==> src/source/stat_pkg.sv <==
// Statistic message format, statistic kinds and counter addressing used by the stats path
package stat_pkg;

// Counter index width
localparam int STAT_ID_W = 8;

// Increment value width
localparam int STAT_INC_W = 16;

// Counters reserved per channel, the last one is unused
localparam int STAT_STRIDE = 4;

// Kinds actually counted per channel
localparam int STAT_KIND_COUNT = 3;

// Per-channel statistic kinds, value is the offset inside the channel block
typedef enum logic [1:0] {
    STAT_GOOD_FRAME = 2'd0,
    STAT_BAD_FRAME  = 2'd1,
    STAT_DROP_FRAME = 2'd2
} stat_kind_e;

// Add inc to counter id
typedef struct packed {
    logic [STAT_ID_W-1:0]  id;
    logic [STAT_INC_W-1:0] inc;
} stat_msg_t;

// Counter index of one kind on one channel
function automatic logic [STAT_ID_W-1:0] stat_index(input int ch, input stat_kind_e kind);
    return STAT_ID_W'(ch * STAT_STRIDE + int'(kind));
endfunction

endpackage

==> src/source/stat_counters.sv <==
// Statistic counter array, updated by increment messages and read by the host read port
`resetall
`timescale 1ns/10ps
`default_nettype none

module stat_counters #(
    parameter int STAT_COUNT_W = 32,
    parameter int CH_COUNT     = 4
) (
    input  wire logic                           clk,
    input  wire logic                           rst_i,

    // Increment messages
    input  wire stat_pkg::stat_msg_t            s_stat_i,
    input  wire logic                           s_stat_valid_i,
    output wire logic                           s_stat_ready_o,

    // Host read request
    input  wire logic                           rd_req_valid_i,
    output wire logic                           rd_req_ready_o,
    input  wire logic [stat_pkg::STAT_ID_W-1:0] rd_addr_i,

    // Host read response
    output wire logic                           rd_resp_valid_o,
    output wire logic [STAT_COUNT_W-1:0]        rd_data_o
);

import stat_pkg::*;

localparam int CNT_N     = CH_COUNT * STAT_STRIDE;
localparam int CNT_IDX_W = $clog2(CNT_N);

logic [STAT_COUNT_W-1:0] cnt [CNT_N];

logic                    add_fire;
logic                    rd_fire;
logic [STAT_COUNT_W-1:0] add_val;
logic [STAT_COUNT_W-1:0] rd_val;
logic                    rd_resp_valid_q;
logic [STAT_COUNT_W-1:0] rd_data_q;

// In range and not the spare slot of a channel
function automatic logic id_used(input logic [STAT_ID_W-1:0] id);
    return (int'(id) < CNT_N) && ((int'(id) % STAT_STRIDE) < STAT_KIND_COUNT);
endfunction

// Both sides never stall
assign s_stat_ready_o = 1'b1;
assign rd_req_ready_o = 1'b1;

assign add_fire = s_stat_valid_i && s_stat_ready_o;
assign rd_fire  = rd_req_valid_i && rd_req_ready_o;
assign add_val  = STAT_COUNT_W'(s_stat_i.inc);

// Read value with bypass of the increment landing on the same edge
always_comb begin
    rd_val = '0;
    if (id_used(rd_addr_i)) begin
        rd_val = cnt[rd_addr_i[CNT_IDX_W-1:0]];
        if (add_fire && s_stat_i.id == rd_addr_i) begin
            rd_val = rd_val + add_val;
        end
    end
end

// Counters wrap on overflow
always_ff @(posedge clk) begin
    if (rst_i) begin
        for (int i = 0; i < CNT_N; i++) begin
            cnt[i] <= '0;
        end
    end else if (add_fire && id_used(s_stat_i.id)) begin
        cnt[s_stat_i.id[CNT_IDX_W-1:0]] <= cnt[s_stat_i.id[CNT_IDX_W-1:0]] + add_val;
    end
end

always_ff @(posedge clk) begin
    if (rst_i) begin
        rd_resp_valid_q <= 1'b0;
    end else begin
        rd_resp_valid_q <= rd_fire;
    end
end

always_ff @(posedge clk) begin
    if (rd_fire) begin
        rd_data_q <= rd_val;
    end
end

assign rd_resp_valid_o = rd_resp_valid_q;
assign rd_data_o       = rd_data_q;

endmodule

`resetall

==> config.mk <==
export PLATFORM = sky130hd
export DESIGN_NAME = stat_counters
export DESIGN_NICKNAME = d
export VERILOG_FILES = /design/src/source/stat_pkg.sv /design/src/source/stat_counters.sv
export SDC_FILE = /design/constraint.sdc
export NUM_CORES = 1
export LEC_CHECK = 0
export BUFFER_PORTS_ARGS = -buffer_cell sky130_fd_sc_hd__buf_4
export CAP_MARGIN = 20
export CORE_MARGIN = 2
export CORE_UTILIZATION = 25
export CTS_CLUSTER_SIZE = 14
export DETAILED_ROUTE_END_ITERATION = 6
export PLACE_DENSITY_LB_ADDON = 0.05
export SYNTH_ARGS = -nofsm -noshare
export SYNTH_HDL_FRONTEND = slang
export SYNTH_SLANG_ARGS = --single-unit
==> constraint.sdc <==
create_clock -name clk -period 4.9 [get_ports clk]
set_clock_uncertainty 0.15 [all_clocks]
set_input_delay 0 -clock clk [delete_from_list [all_inputs] [get_ports clk]]
set_output_delay 0 -clock clk [all_outputs]
set_load 0.005 [all_outputs]
# Word-level counts from Yosys, hierarchy flattened
# Memory sizes are Yosys's and may differ from the RTL's.
# Cells that the tools add are included.
[totals]
ff_bits = 33
latchBits = 0
mem_bits_rw = 512
romBits = 0
out_inout_bits = 35
wordCells = 24
mem_count = 1
[op_classes]
addsub = 2
multipliers = 0
n_div = 0
magnitude_cmp = 4
eq_ne = 1
shift = 0
n_mux = 9
n_bitwise = 0
n_reduce_logical = 5
[memory_table]
columns = ["memory", "words", "width", "read_ports", "rd_ports_with_merged_regs", "wr", "line_no", "source"]
rows = [
  ["cnt", 16, 32, 2, 0, 16, "stat_counters.sv:33", "logic [STAT_COUNT_W-1:0] cnt [CNT_N];"],
]
[ops]
columns = ["op", "n"]
rows = [
  ["32-bit by 16-bit adder with 32-bit output", 2],
  ["32-bit two-way mux", 2],
  ["32-bit OR reduction", 1],
  ["8-bit by 5-bit < comparator with 1-bit output (second input constant)", 2],
  ["8-bit == test", 1],
  ["1-bit two-way mux", 6],
  ["1-bit logical AND", 4],
  ["2-bit < comparator (second input constant)", 2],
  ["4-bit two-way mux", 1],
]

# Logic depth before layout (Yosys ltp)
[logic_depth]
ltp_word = 8
mapped_depth = 20
mapped_depth_nobuf = 13

# Worst setup path before layout
# Ideal clock, no wire load.
[synth_timing]
kind = "input to register"
startpoint = "in s_stat_i[16] (netlist name)"
endpoint = "mem cnt[12][24], data pin"
setup_ps = 266
arrival_time_ps = 4368
slack_ps = 116
cell_stages = 20
cell_sequence = "buf_6 > buf_8 > buf_6 > buf_8 > buf_2 > buf_2 > mux4_2 > mux4_2 > ha_1 > inv_1 > fa_1 > nor2b_1 > o31a_1 > o31a_1 > o41ai_2 > a21oi_2 > o211ai_1 > xor2_1 > buf_2 > nor2_1"
[synth_rtl]
columns = ["item", "line_no", "source"]
rows = [
  ["start, declared", "stat_counters.sv:14", "input wire stat_pkg::stat_msg_t s_stat_i,"],
  ["end, declared", "stat_counters.sv:33", ""],
]

==> metrics.md <==
| Metric | Value |
|---|---|
| Final core utilization | `30.5%` |
| Crit path top cell by count | `mux4_2` |
| CP startpoint kind | `register` |
| Post-synth cell types | `63` |
| Critical path endpoint category | `register` |
| Htree depth | `3` |
| GRT Resource Usage Total | `19.7%` |
| Final min period | `approximately 4.6 ns` |
| Drt total wl | `115,000 µm` |
| Final ANT Viol Nets | `0` |
| First-pass DRT Iterations | `5` |
| Global-route wire length before repair | `between 150,000 and 200,000 µm` |
| Cell Pwr Density | `372 nW/µm²` |
| Final Hold Viols | `0` |
| Grt ovf | `0` |
| CTS root buf | `clkbuf_16` |
| Starting density of the core | `25.1%` |
| Max Slew Vio Count | `0` |
| TritonCTS clock tree | `built` |
| RSZ-0062 raised after global routing | `false` |
| Clk buf depth | `3` |
| Met1 Track Usage GR | `a little over a quarter` |
| Routing usage on met3 | `3.66%` |
| Post-Syn Area | `28,700 µm²` |
| Flip-flop and latch count after synthesis | `around 550` |
| Die X | `343 µm` |
| Worst min path class | `input pin to register` |
| Maximum fanout along the worst path | `12` |
| Crit Path Class | `register to register` |
| Crit path required time | `5.10 ns` |
| Vias in the first global route | `about 19,000` |
| Clock-pin slew on the worst setup and hold paths | `0.06 ns` |
| Hold_buf cts | `19` |
| GRT busiest layer | `met2` |
| # DRC | `0` |
| Die height | `343 µm` |
| Port bufs | `between 60 and 70` |
| Routed via count | `18,320` |
| Worst-skew pair later-pin latency | `0.65 ns` |
| Worst-path cell chain | `mux4_2 > mux4_2 > ha_1 > a211o_1 > o211a_1 > o21ai_0 > a211oi_1 > a31o_2 > buf_12 > nand4_1 > xor2_1 > buf_4 > nor2_1` |
| Final Wtd Congestion | `0.789` |
| Peak supply drop | `210 µV` |
| Max-Cap Viols | `0` |
| TritonCTS Buffers | `75` |
| Synth warn | `0` |
| Critical Path Max Stage Delay | `0.55 ns` |
| Cells after Synth | `1,891` |
| Setup TNS | `0 ns` |
| Number of synthesized flops with an enable pin | `between 500 and 600` |
| Cell family with most CP delay | `compound AO/OA/AOI/OAI gates` |
| Post-CTS setup buffer count | `0` |
| Outcome | `finished clean` |
| Number of buffers and inverters on the critical path | `2` |
| Crit path max-delay cell type | `mux4_2` |
| Largest net degree at the start of global routing | `60` |
| Num rows | `around 120` |
| WL/cell | `30.7 µm` |
| Initial DRC Count | `1,601` |
| CTS resizes | `0` |
| Dominant synthesized flop cell | `edfxtp_1` |
| Final Setup Violations | `0` |
| Final #Nets | `2,231` |
| Max frequency | `215 MHz` |
| M2 GR Usage | `31.5%` |
| Initial antenna violation count | `1` |
| Die area | `117,000 µm²` |
| Avg Inst Size Synth | `15.2 µm²` |
| Vias per cell | `~4.9` |
| Sequential-to-total area share from yosys stat | `57.1%` |
| Measured slew at the worst slew-check pin | `0.967 ns` |
| Layout area overhead | `21.4%` |
| Asr flop ratio synth | `0%` |
| Critical Path AT | `around 4.8 ns` |
| Final period util | `94.7%` |
| Slew margin rel. | `35.5%` |
| Core Region | `around 110,000 µm²` |
| # IOs | `71` |
| Layout cells sized above 1 | `29.0%` |
| Clk sinks | `545` |
| Detailed placer's ending HPWL | `69,500 µm` |
| Leak | `about 12 nW` |
[cells by family after synthesis]
logic type               synth area share, %
AND/OR/NAND/NOR                         8.94
flip-flops                              57.1
multiplexers                            23.9
buffers and inverters                   3.07
AO/OA/AOI/OAI                           3.59
XOR/XNOR                                1.86
adder cells (fa/ha/maj)                 1.54
other                                 0.0262
[tightest hold or removal path, stage by stage]
cell    delay (ns)
buf_4         0.12
ha_1          0.15
buf_4         0.12
xor2_1        0.06
buf_4         0.18
nor2_1        0.09
[where the power goes]
group / total (mW) / internal, mW / switching [mW]
Sequential: 5.45 / 5.35 / 0.103
Clock: 5.45 / 3.20 / 2.24
Combinational: 2.04 / 0.834 / 1.21
Total: 12.9 / 9.38 / 3.55
[final timing paths]
check                            startpoint                     endpoint  slack, ns  cells past startpoint
setup / recovery   cnt[15][1]$_SDFFCE_PN0P_    cnt[10][27]$_SDFFCE_PN0P_       0.26                     13
hold / removal                 s_stat_i[13]     cnt[5][13]$_SDFFCE_PN0P_       0.04                      6
setup reg to reg   cnt[15][1]$_SDFFCE_PN0P_    cnt[10][27]$_SDFFCE_PN0P_       0.26                     13
hold reg to reg   cnt[13][18]$_SDFFCE_PN0P_  rd_data_o[18]$_SDFFCE_PN0P_       0.93                      5
[routing by layer]
layer	up-vias	part of all wire [%]	wire length [µm]
li1	7828	-	-
met1	9778	45	51700
met2	575	47	54100
met3	139	5.3	6020
met4	0	2.5	2900
met5	-	0	0
[cell usage after synthesis, types with 18 or more instances]
cell type	n	share of area [%]
a21oi_1	48	0.84
xor2_1	28	0.86
edfxtp_1	544	57
clkbuf_1	83	1.1
ha_1	32	1.4
xnor2_1	31	0.95
buf_2	47	0.82
nand2b_1	18	0.39
mux4_2	279	22
o21ai_0	18	0.31
a22oi_1	30	0.79
nand2_1	91	1.2
nor2_1	417	5.5
[layout make-up]
type	instances	area (µm²)
Clock buffer	83	1930
Sequential cell	545	16400
Timing Repair Buffer	229	2120
Antenna cell	2	5.00
Tap cell	1512	1890
Fill cell	11318	79200
Inverter	13	48.8
Clock inverter	54	460
Multi-Input combinational cell	1297	12000
[through the flow]
step,total power [mW],area (µm²),hold WS [ns],setup WS (ns),std cells
after floorplan,6.74,29100,-0.0784,0.116,2019
after global placement,7.58,32200,0.235,0.0912,3574
after detailed placement,7.59,32200,0.236,0.167,3576
after CTS,13.1,34800,0.000404,0.213,3732
after global routing,13.4,34800,0.0296,0.0832,3733
final,12.9,34800,0.0443,0.258,3735
[state kept, by name (all words and copies together) (netlist names)]
signal           count
cnt                512
rd_resp_valid_o      1
rd_data_o           32
[placed cells by master, fill, tap and decap left out, types with 4 or more instances in the layout]
cell type      count
clkbuf_16         76
conb_1           130
nand2_1           78
mux4_1            16
o21ai_0           18
mux2i_1           14
clkbuf_1           7
nor2_1           416
nor4_1             5
and3_1             4
nor2b_1           10
o211ai_1           8
xnor2_1           31
buf_4            179
a211oi_1           5
edfxtp_1         544
xor2_1            28
a21oi_1           48
nand2b_2          12
nor3_1             8
nand3_1           16
mux4_2           279
clkinv_2          15
nand4_1           12
nand2_2           13
o21bai_1           6
or3_1              5
nand2b_1           6
a22oi_1           30
ha_1              32
inv_6              6
clkinv_1          22
o21a_1             7
bufinv_16          7
inv_1             12
a21o_1            12
buf_12            26
o22ai_1            5
dlygate4sd3_1     19
Power figures use the tool's default switching activity.
