`src/source/frame_pkg.sv`:
```
// Packet stream beat type shared by the receive and transmit paths of every channel
package frame_pkg;

// Payload width of one stream beat
localparam int DATA_W = 32;

// One byte enable per data byte
localparam int KEEP_W = DATA_W / 8;

// One beat of a frame on a receive or transmit stream
// The bad flag only matters on the last beat, where it marks a frame with an error
typedef struct packed {
    logic [DATA_W-1:0] data;
    logic [KEEP_W-1:0] keep;
    logic              last;
    logic              bad;
} frame_beat_t;

endpackage

```
`src/source/stat_pkg.sv`:
```
// Statistic message format, statistic kinds and counter addressing used by the stats path
package stat_pkg;

// Counter index width
localparam int STAT_ID_W = 8;

// Increment value width
localparam int STAT_INC_W = 16;

// Counters reserved per channel, the last one is unused
localparam int STAT_STRIDE = 4;

// Kinds actually counted per channel
localparam int STAT_KIND_COUNT = 3;

// Per-channel statistic kinds, value is the offset inside the channel block
typedef enum logic [1:0] {
    STAT_GOOD_FRAME = 2'd0,
    STAT_BAD_FRAME  = 2'd1,
    STAT_DROP_FRAME = 2'd2
} stat_kind_e;

// Add inc to counter id
typedef struct packed {
    logic [STAT_ID_W-1:0]  id;
    logic [STAT_INC_W-1:0] inc;
} stat_msg_t;

// Counter index of one kind on one channel
function automatic logic [STAT_ID_W-1:0] stat_index(input int ch, input stat_kind_e kind);
    return STAT_ID_W'(ch * STAT_STRIDE + int'(kind));
endfunction

endpackage

```
`src/source/frame_fifo.sv`:
```
// Per-channel frame FIFO, stores whole good frames and reports good, bad and dropped frames
`resetall
`timescale 1ns/10ps
`default_nettype none

module frame_fifo #(
    parameter int FIFO_DEPTH = 64,
    parameter int CH_INDEX   = 0
) (
    input  wire logic                   clk,
    input  wire logic                   rst_i,

    // Receive stream
    input  wire frame_pkg::frame_beat_t s_rx_i,
    input  wire logic                   s_rx_valid_i,
    output wire logic                   s_rx_ready_o,

    // Transmit stream
    output wire frame_pkg::frame_beat_t m_tx_o,
    output wire logic                   m_tx_valid_o,
    input  wire logic                   m_tx_ready_i,

    // Statistic increments
    output wire stat_pkg::stat_msg_t    m_stat_o,
    output wire logic                   m_stat_valid_o,
    input  wire logic                   m_stat_ready_i
);

import frame_pkg::*;
import stat_pkg::*;

localparam int ADDR_W = $clog2(FIFO_DEPTH);

frame_beat_t mem [FIFO_DEPTH];

// Extra MSB on each pointer tells full from empty
logic [ADDR_W:0] wr_ptr;
logic [ADDR_W:0] commit_ptr;
logic [ADDR_W:0] rd_ptr;
logic            drop_frame;

logic full;
logic rx_fire;
logic tx_fire;

logic [STAT_KIND_COUNT-1:0] stat_ev;
logic [STAT_INC_W-1:0]      pend_cnt [STAT_KIND_COUNT];
stat_kind_e                 pend_kind;
logic                       pend_any;
logic                       stat_load;
stat_msg_t                  stat_msg_q;
logic                       stat_valid_q;

// Input never stalls, frames that cannot be held are dropped instead
assign s_rx_ready_o = 1'b1;
assign rx_fire = s_rx_valid_i && s_rx_ready_o;

// Full against the read side, so unread beats are never overwritten
assign full = (wr_ptr == {~rd_ptr[ADDR_W], rd_ptr[ADDR_W-1:0]});

// Only committed beats are visible
assign m_tx_valid_o = (commit_ptr != rd_ptr);
assign m_tx_o = mem[rd_ptr[ADDR_W-1:0]];
assign tx_fire = m_tx_valid_o && m_tx_ready_i;

// Classify the frame on its last beat
always_comb begin
    stat_ev = '0;
    if (rx_fire && s_rx_i.last) begin
        if (drop_frame || full) begin
            stat_ev[STAT_DROP_FRAME] = 1'b1;
        end else if (s_rx_i.bad) begin
            stat_ev[STAT_BAD_FRAME] = 1'b1;
        end else begin
            stat_ev[STAT_GOOD_FRAME] = 1'b1;
        end
    end
end

// Speculative beat store
always_ff @(posedge clk) begin
    if (rx_fire && !drop_frame && !full) begin
        mem[wr_ptr[ADDR_W-1:0]] <= '{
            data: s_rx_i.data,
            keep: s_rx_i.keep,
            last: s_rx_i.last,
            bad:  1'b0
        };
    end
end

always_ff @(posedge clk) begin
    if (rst_i) begin
        wr_ptr     <= '0;
        commit_ptr <= '0;
        rd_ptr     <= '0;
        drop_frame <= 1'b0;
    end else begin
        if (tx_fire) begin
            rd_ptr <= rd_ptr + 1'b1;
        end

        if (rx_fire) begin
            if (drop_frame) begin
                // Discard the rest of an overflowing frame
                if (s_rx_i.last) begin
                    drop_frame <= 1'b0;
                end
            end else if (full) begin
                wr_ptr     <= commit_ptr;
                drop_frame <= !s_rx_i.last;
            end else if (s_rx_i.last) begin
                if (s_rx_i.bad) begin
                    // Roll back to the last good frame boundary
                    wr_ptr <= commit_ptr;
                end else begin
                    wr_ptr     <= wr_ptr + 1'b1;
                    commit_ptr <= wr_ptr + 1'b1;
                end
            end else begin
                wr_ptr <= wr_ptr + 1'b1;
            end
        end
    end
end

// Lowest pending kind goes out first
always_comb begin
    pend_any  = 1'b0;
    pend_kind = STAT_GOOD_FRAME;
    for (int k = STAT_KIND_COUNT - 1; k >= 0; k--) begin
        if (pend_cnt[k] != '0) begin
            pend_any  = 1'b1;
            pend_kind = stat_kind_e'(k);
        end
    end
end

// Output register is free or drains this cycle
assign stat_load = !stat_valid_q || m_stat_ready_i;

always_ff @(posedge clk) begin
    if (rst_i) begin
        for (int k = 0; k < STAT_KIND_COUNT; k++) begin
            pend_cnt[k] <= '0;
        end
        stat_valid_q <= 1'b0;
    end else begin
        for (int k = 0; k < STAT_KIND_COUNT; k++) begin
            // The loaded amount moves to the message, new events keep accumulating
            if (stat_load && pend_any && pend_kind == stat_kind_e'(k)) begin
                pend_cnt[k] <= STAT_INC_W'(stat_ev[k]);
            end else begin
                pend_cnt[k] <= pend_cnt[k] + STAT_INC_W'(stat_ev[k]);
            end
        end
        if (stat_load) begin
            stat_valid_q <= pend_any;
        end
    end
end

always_ff @(posedge clk) begin
    if (stat_load && pend_any) begin
        stat_msg_q.id  <= stat_index(CH_INDEX, pend_kind);
        stat_msg_q.inc <= pend_cnt[pend_kind];
    end
end

assign m_stat_o       = stat_msg_q;
assign m_stat_valid_o = stat_valid_q;

endmodule

`resetall

```
`config.mk`:
```
export PLATFORM = sky130hd
export DESIGN_NAME = frame_fifo
export DESIGN_NICKNAME = d
export VERILOG_FILES = /design/src/source/frame_pkg.sv /design/src/source/stat_pkg.sv /design/src/source/frame_fifo.sv
export SDC_FILE = /design/constraint.sdc
export NUM_CORES = 2
export LEC_CHECK = 0
export ABC_AREA = 1
export ABC_CLOCK_PERIOD_IN_PS = 5880
export BUFFER_PORTS_ARGS = -buffer_cell sky130_fd_sc_hd__buf_2
export CORE_ASPECT_RATIO = 2
export CORE_UTILIZATION = 50
export CTS_BUF_LIST = sky130_fd_sc_hd__clkbuf_4
export DETAILED_ROUTE_END_ITERATION = 16
export HOLD_SLACK_MARGIN = 0.02
export PLACE_DENSITY = 0.71
export SLEW_MARGIN = 20
export SYNTH_ARGS = -nofsm -noshare
export SYNTH_HDL_FRONTEND = slang
export SYNTH_SLANG_ARGS = --single-unit
```
`constraint.sdc`:
```
create_clock -name clk -period 5.88 [get_ports clk]
set_input_delay 1.764 -clock clk [delete_from_list [all_inputs] [get_ports clk]]
set_output_delay 1.764 -clock clk [all_outputs]
set_load 0.05 [all_outputs]
```
After elaboration in Yosys (flattened, before gate mapping)
Memories as Yosys holds them, arrays and structs flattened. A register that Yosys moved wholly into a read port is not among the register bits.
Index checks and enable logic that the tools add are counted.
{"block": "totals", "regBits": 25, "latchBits": 0, "ram_bits": 2416, "rom_bits": 0, "output_inout_bits": 65, "word_cells": 93, "memories": 2}
{"block": "classes", "n_addsub": 5, "n_mul": 0, "div_mod_pow": 0, "n_lt_le_gt_ge": 0, "eq_ne": 4, "n_shift": 0, "muxes": 47, "n_bitwise": 9, "n_reduce_logical": 20}
{"memory": "mem", "words": 64, "word_bits": 37, "rd": 1, "rd_clocked_by_memory_dff": 1, "write_ports": 1, "line_no": "frame_fifo.sv:34", "rtl": "frame_beat_t mem [FIFO_DEPTH];"}
{"memory": "pend_cnt", "words": 3, "word_bits": 16, "rd": 4, "rd_clocked_by_memory_dff": 1, "write_ports": 3, "line_no": "frame_fifo.sv:47", "rtl": "logic [STAT_INC_W-1:0] pend_cnt [STAT_KIND_COUNT];"}
{"operator": "$mux 16", "count": 6}
{"operator": "$add 16x1->16", "count": 3}
{"operator": "$reduce_bool 16->1", "count": 3}
{"operator": "$mux 1", "count": 31}
{"operator": "$mux 7", "count": 3}
{"operator": "$add 7x1->7 const B", "count": 2}
{"operator": "$mux 6", "count": 2}
{"operator": "$logic_and 1x1->1", "count": 8}
{"operator": "$mux 2", "count": 4}
{"operator": "$eq 7x7->1", "count": 1}
{"operator": "$ne 7x7->1", "count": 1}
{"operator": "$or 1x1->1", "count": 6}
{"operator": "$logic_not 1->1", "count": 4}
{"operator": "$reduce_and 4->1", "count": 1}
{"operator": "$mux 3", "count": 1}
{"operator": "$not 1->1", "count": 3}
{"operator": "$eq 2x1->1 const B", "count": 1}
{"operator": "$eq 2x2->1 const B", "count": 1}
{"operator": "$logic_not 2->1", "count": 1}
{"operator": "$logic_or 1x1->1", "count": 2}
{"operator": "$reduce_and 2->1", "count": 1}

Logic depth before layout (Yosys ltp)
An unclocked memory read counts as a cell.
{"block": "depth", "word_depth": 12, "mapped_depth": 19, "mapped_depth_nobuf": 18}

Worst setup path before layout
Ideal clock, no wire load.
{"block": "synth_timing", "kind": "input to register", "from": "in s_rx_valid_i", "to": "mem mem[31][0] (netlist name), enable pin", "setup_time_ns": 0.477, "arrival_time_ns": 4.975, "slack_ns": 0.428, "cell_stages": 5, "cell_sequence": "inv_1 > nor2_1 > inv_1 > clkbuf_1 > nor3_1"}
{"block": "synth_between", "elab_chain_len": 4}
{"item": "start: declaration", "line_no": "frame_fifo.sv:15", "rtl": "input wire logic s_rx_valid_i,"}
{"item": "$logic_and 1x1->1 (2 in a row)", "line_no": "frame_fifo.sv:82", "rtl": "if (rx_fire && !drop_frame && !full) begin"}
{"item": "$mux 1", "line_no": "frame_fifo.sv:82"}
{"item": "$mux 1 (implied by the code)", "line_no": "frame_fifo.sv:83", "rtl": "mem[wr_ptr[ADDR_W-1:0]] <= '{"}
{"item": "end: declaration", "line_no": "frame_fifo.sv:34"}
Every way passes these cells.

==> out/metrics.cfg <==
[worst_setup_path]
crit_required_ns = 4.12
path_buf_inv = 4
end_kind = primary output
start_kind = flip-flop
worstPathArrival_ns = 4.04
path_cells = buf_12 > buf_12 > buf_16 > nand2_1 > nand3_1 > nand3_1 > nand3_1 > nand3_1 > nand2_1 > nand2_1 > nand2_1 > buf_2
cpPeakStageDelay_ns = 0.49
cp_top_family = simple AND/OR/NAND/NOR gates
slowest_stage = dfxtp_4
critPathKind = reg -> out
critPathMaxFanout = 83

[die]
fp.dieW_um = 319
coreArea_um2 = 199000
start_util = 0.503
rows = 232
io_pins = 108
fp.dieH_um = 636
die_area_um2 = 203000

[pwr]
power_leakage_nw = 39.3
clock_power_share = 0.319
p_comb_frac = 0.151
intPower_mw = 26.3
sw_frac_of_total = 0.286
power_density_nw_per_um2 = 333
ir_drop_v = 0.000233
seqPwrFrac = 0.530
power_switching_mw = 10.5

[sta]
finalWorstPathRequiredPeriod_ns = 5.81
finalCritPeriodShare = 0.988
max_freq_ghz = 0.172
setup_viol = 0
max_slew_margin = 0.241
worst_slew_pin_slew_ns = 1.14
maxSlewViolCount = 0
grt_setup_unrepaired = yes
finalHoldViolations = 0
fin_worst_skew_ns = 0.110
worst_slack_ns = 0.0719
hold_slack_ns = 0.527

[cells_and_area]
nets = 8789
final_cell_mix = 2720 x nand2_1, 2434 x edfxtp_1, 2267 x nand3_1
drive_gt1_frac = 0.124
final_common_cell = nand2_1
syn2layout_area_growth_pct = 10.0
design_area_um2 = 110000
finish.utilization = 0.554
fillers = 16000

[global_routing]
grt_pass1_wl_mm = 423
track_usage = 0.281
antenna_found_initial = 20
grt_overflow = 0
grt_max_degree = 123
grt_pass1_vias = 68600

[yosys]
syn_inst = 8433
synth_top_area_frac = 0.728
yosysTopAreaCell = edfxtp_1
syn_area_per_cell_um2 = 11.9
synth_warnings = 0
yosysSeqAreaShare = 0.734
synthDistinctLibCells = 36
synth-seq-cells = 2463
synth_area_leaders = edfxtp_1 73%, nand3_1 11%, nand2_1 10%
synth_area_um2 = 100000

[clock_tree]
clk_latency_ns = 1.29
htree_levels = 5
clk_pin_slew_ns = 0.08
cts.sinks = 2463
cts_root_buf = clkbuf_4
ctsLongestPathBuffers = 4
cts_tree = done
cts_buffers = 485

[placed_design]
io_buffers = 99
place_ws_ns = 0.843
routabilityCongestion = 0.917
place_area_um2 = 104000
dpl.hpwl_mm = 162

[route]
drtIter0Drc = 7898
wl_mm = 289
avgViaCountPerCell = 5.94
drcViolationCount = 0
vias = 69500
wl_per_cell_um = 24.7
ant_nets = 0
drt-pass1-iter-count = 6

[min_path]
hp-class = reg -> reg

[outcome]
status = finished, final reports clean

[job]
maxCapViolCount = 0

[power by group through the flow]
| stage | Combinational [mW] | Sequential [mW] | Clock [mW] |
|---|---|---|---|
| after floorplan | 3.56 | 19.9 | 0 |
| after global placement | 5.22 | 19.9 | 0 |
| after detailed placement | 5.34 | 19.9 | 0 |
| after CTS | 5.47 | 19.5 | 11.9 |
| after global routing | 5.97 | 19.5 | 12.6 |
| final | 5.56 | 19.5 | 11.7 |
[worst min-delay path: stages, from the launching register on]
cell	delay, ns
dfxtp_1	0.35
nand2_1	0.08
a21oi_1	0.05
[kinds of logic after synthesis]
logic type      synth area share
compound gates           0.00441
xor+xnor                 0.00279
fa+ha+maj                0.00112
buf+inv                   0.0326
flops                      0.734
other cells            0.0000748
simple gates               0.225
[synthesized netlist by cell type (all sizes together)]
master,instances
edfxtp,2434
conb,2
ha,9
a21oi,43
or2,6
o21ai,25
o221ai,7
xor2,22
buf,457
dfxtp,29
nor2,167
nor4,2
xnor2,10
nor3,14
inv,88
nand4,19
clkinv,1
nand2,2728
nand3b,6
nand3,2267
clkbuf,87
o211ai,5
nor3b,5
[stage by stage]
step           power [mW]  TNS (ns)  instances
2_1_floorplan        23.4         0       8487
3_3_place_gp         25.1         0      10800
3_5_place_dp         25.3         0      10800
4_1_cts              36.8         0      11700
5_1_grt              38.1   -0.0860      11700
6_report             36.8         0      11700
[flip-flops by register name (all words and copies together) (netlist names), named ones only]
register        cells
m_stat_valid_o      1
wr_ptr              7
rd_ptr              7
drop_frame          1
pend_cnt           48
mem              2368
commit_ptr          7
m_stat_o           18
[routing by layer]
metal | GRT usage | up-vias | share of wire
met5 | 0 | - | 0.000093
li1 | - | 30800 | -
met4 | 0.197 | 4 | 0.073
met3 | 0.0496 | 1008 | 0.089
met2 | 0.498 | 4081 | 0.52
met1 | 0.302 | 33700 | 0.32
[path summary, 6_finish.rpt]
| path | endpoint | slack, ns | depth (start not counted) | startpoint |
|---|---|---|---|---|
| worst min register to register | rd_ptr[6]$_SDFFE_PP0P_ | 0.53 | 2 | rd_ptr[6]$_SDFFE_PP0P_ |
| worst max register to register | pend_cnt[0][14]$_SDFFCE_PN0P_ | 2.44 | 17 | wr_ptr[0]$_SDFFE_PP0P_ |
| worst min-delay path | rd_ptr[6]$_SDFFE_PP0P_ | 0.53 | 2 | rd_ptr[6]$_SDFFE_PP0P_ |
| worst max-delay path | m_tx_o[5] | 0.07 | 12 | flip-flop |
[repair_timing]
item / in CTS / in global routing
buffers inserted: 12 / 0
hold endpoints to repair: 0 / 0
gates resized for setup: 13 / 6
hold buffers: 0 / 0
gates cloned: 3 / 2
endpoints found under the setup margin: 37 / 6
[layout make-up]
type	count	area [um^2]	share of cell area
timing repair inverter	1	11.3	0.000102
clock buffer	683	5130	0.0464
sequential	2463	73700	0.667
multi-input combinational	5391	24100	0.219
antenna	13	32.5	0.000295
timing repair buffer	306	3080	0.0278
tap	2574	3220	0.0292
clock inverter	179	767	0.00694
inverter	89	389	0.00352
Note: power is estimated with default switching activity, not from simulation.
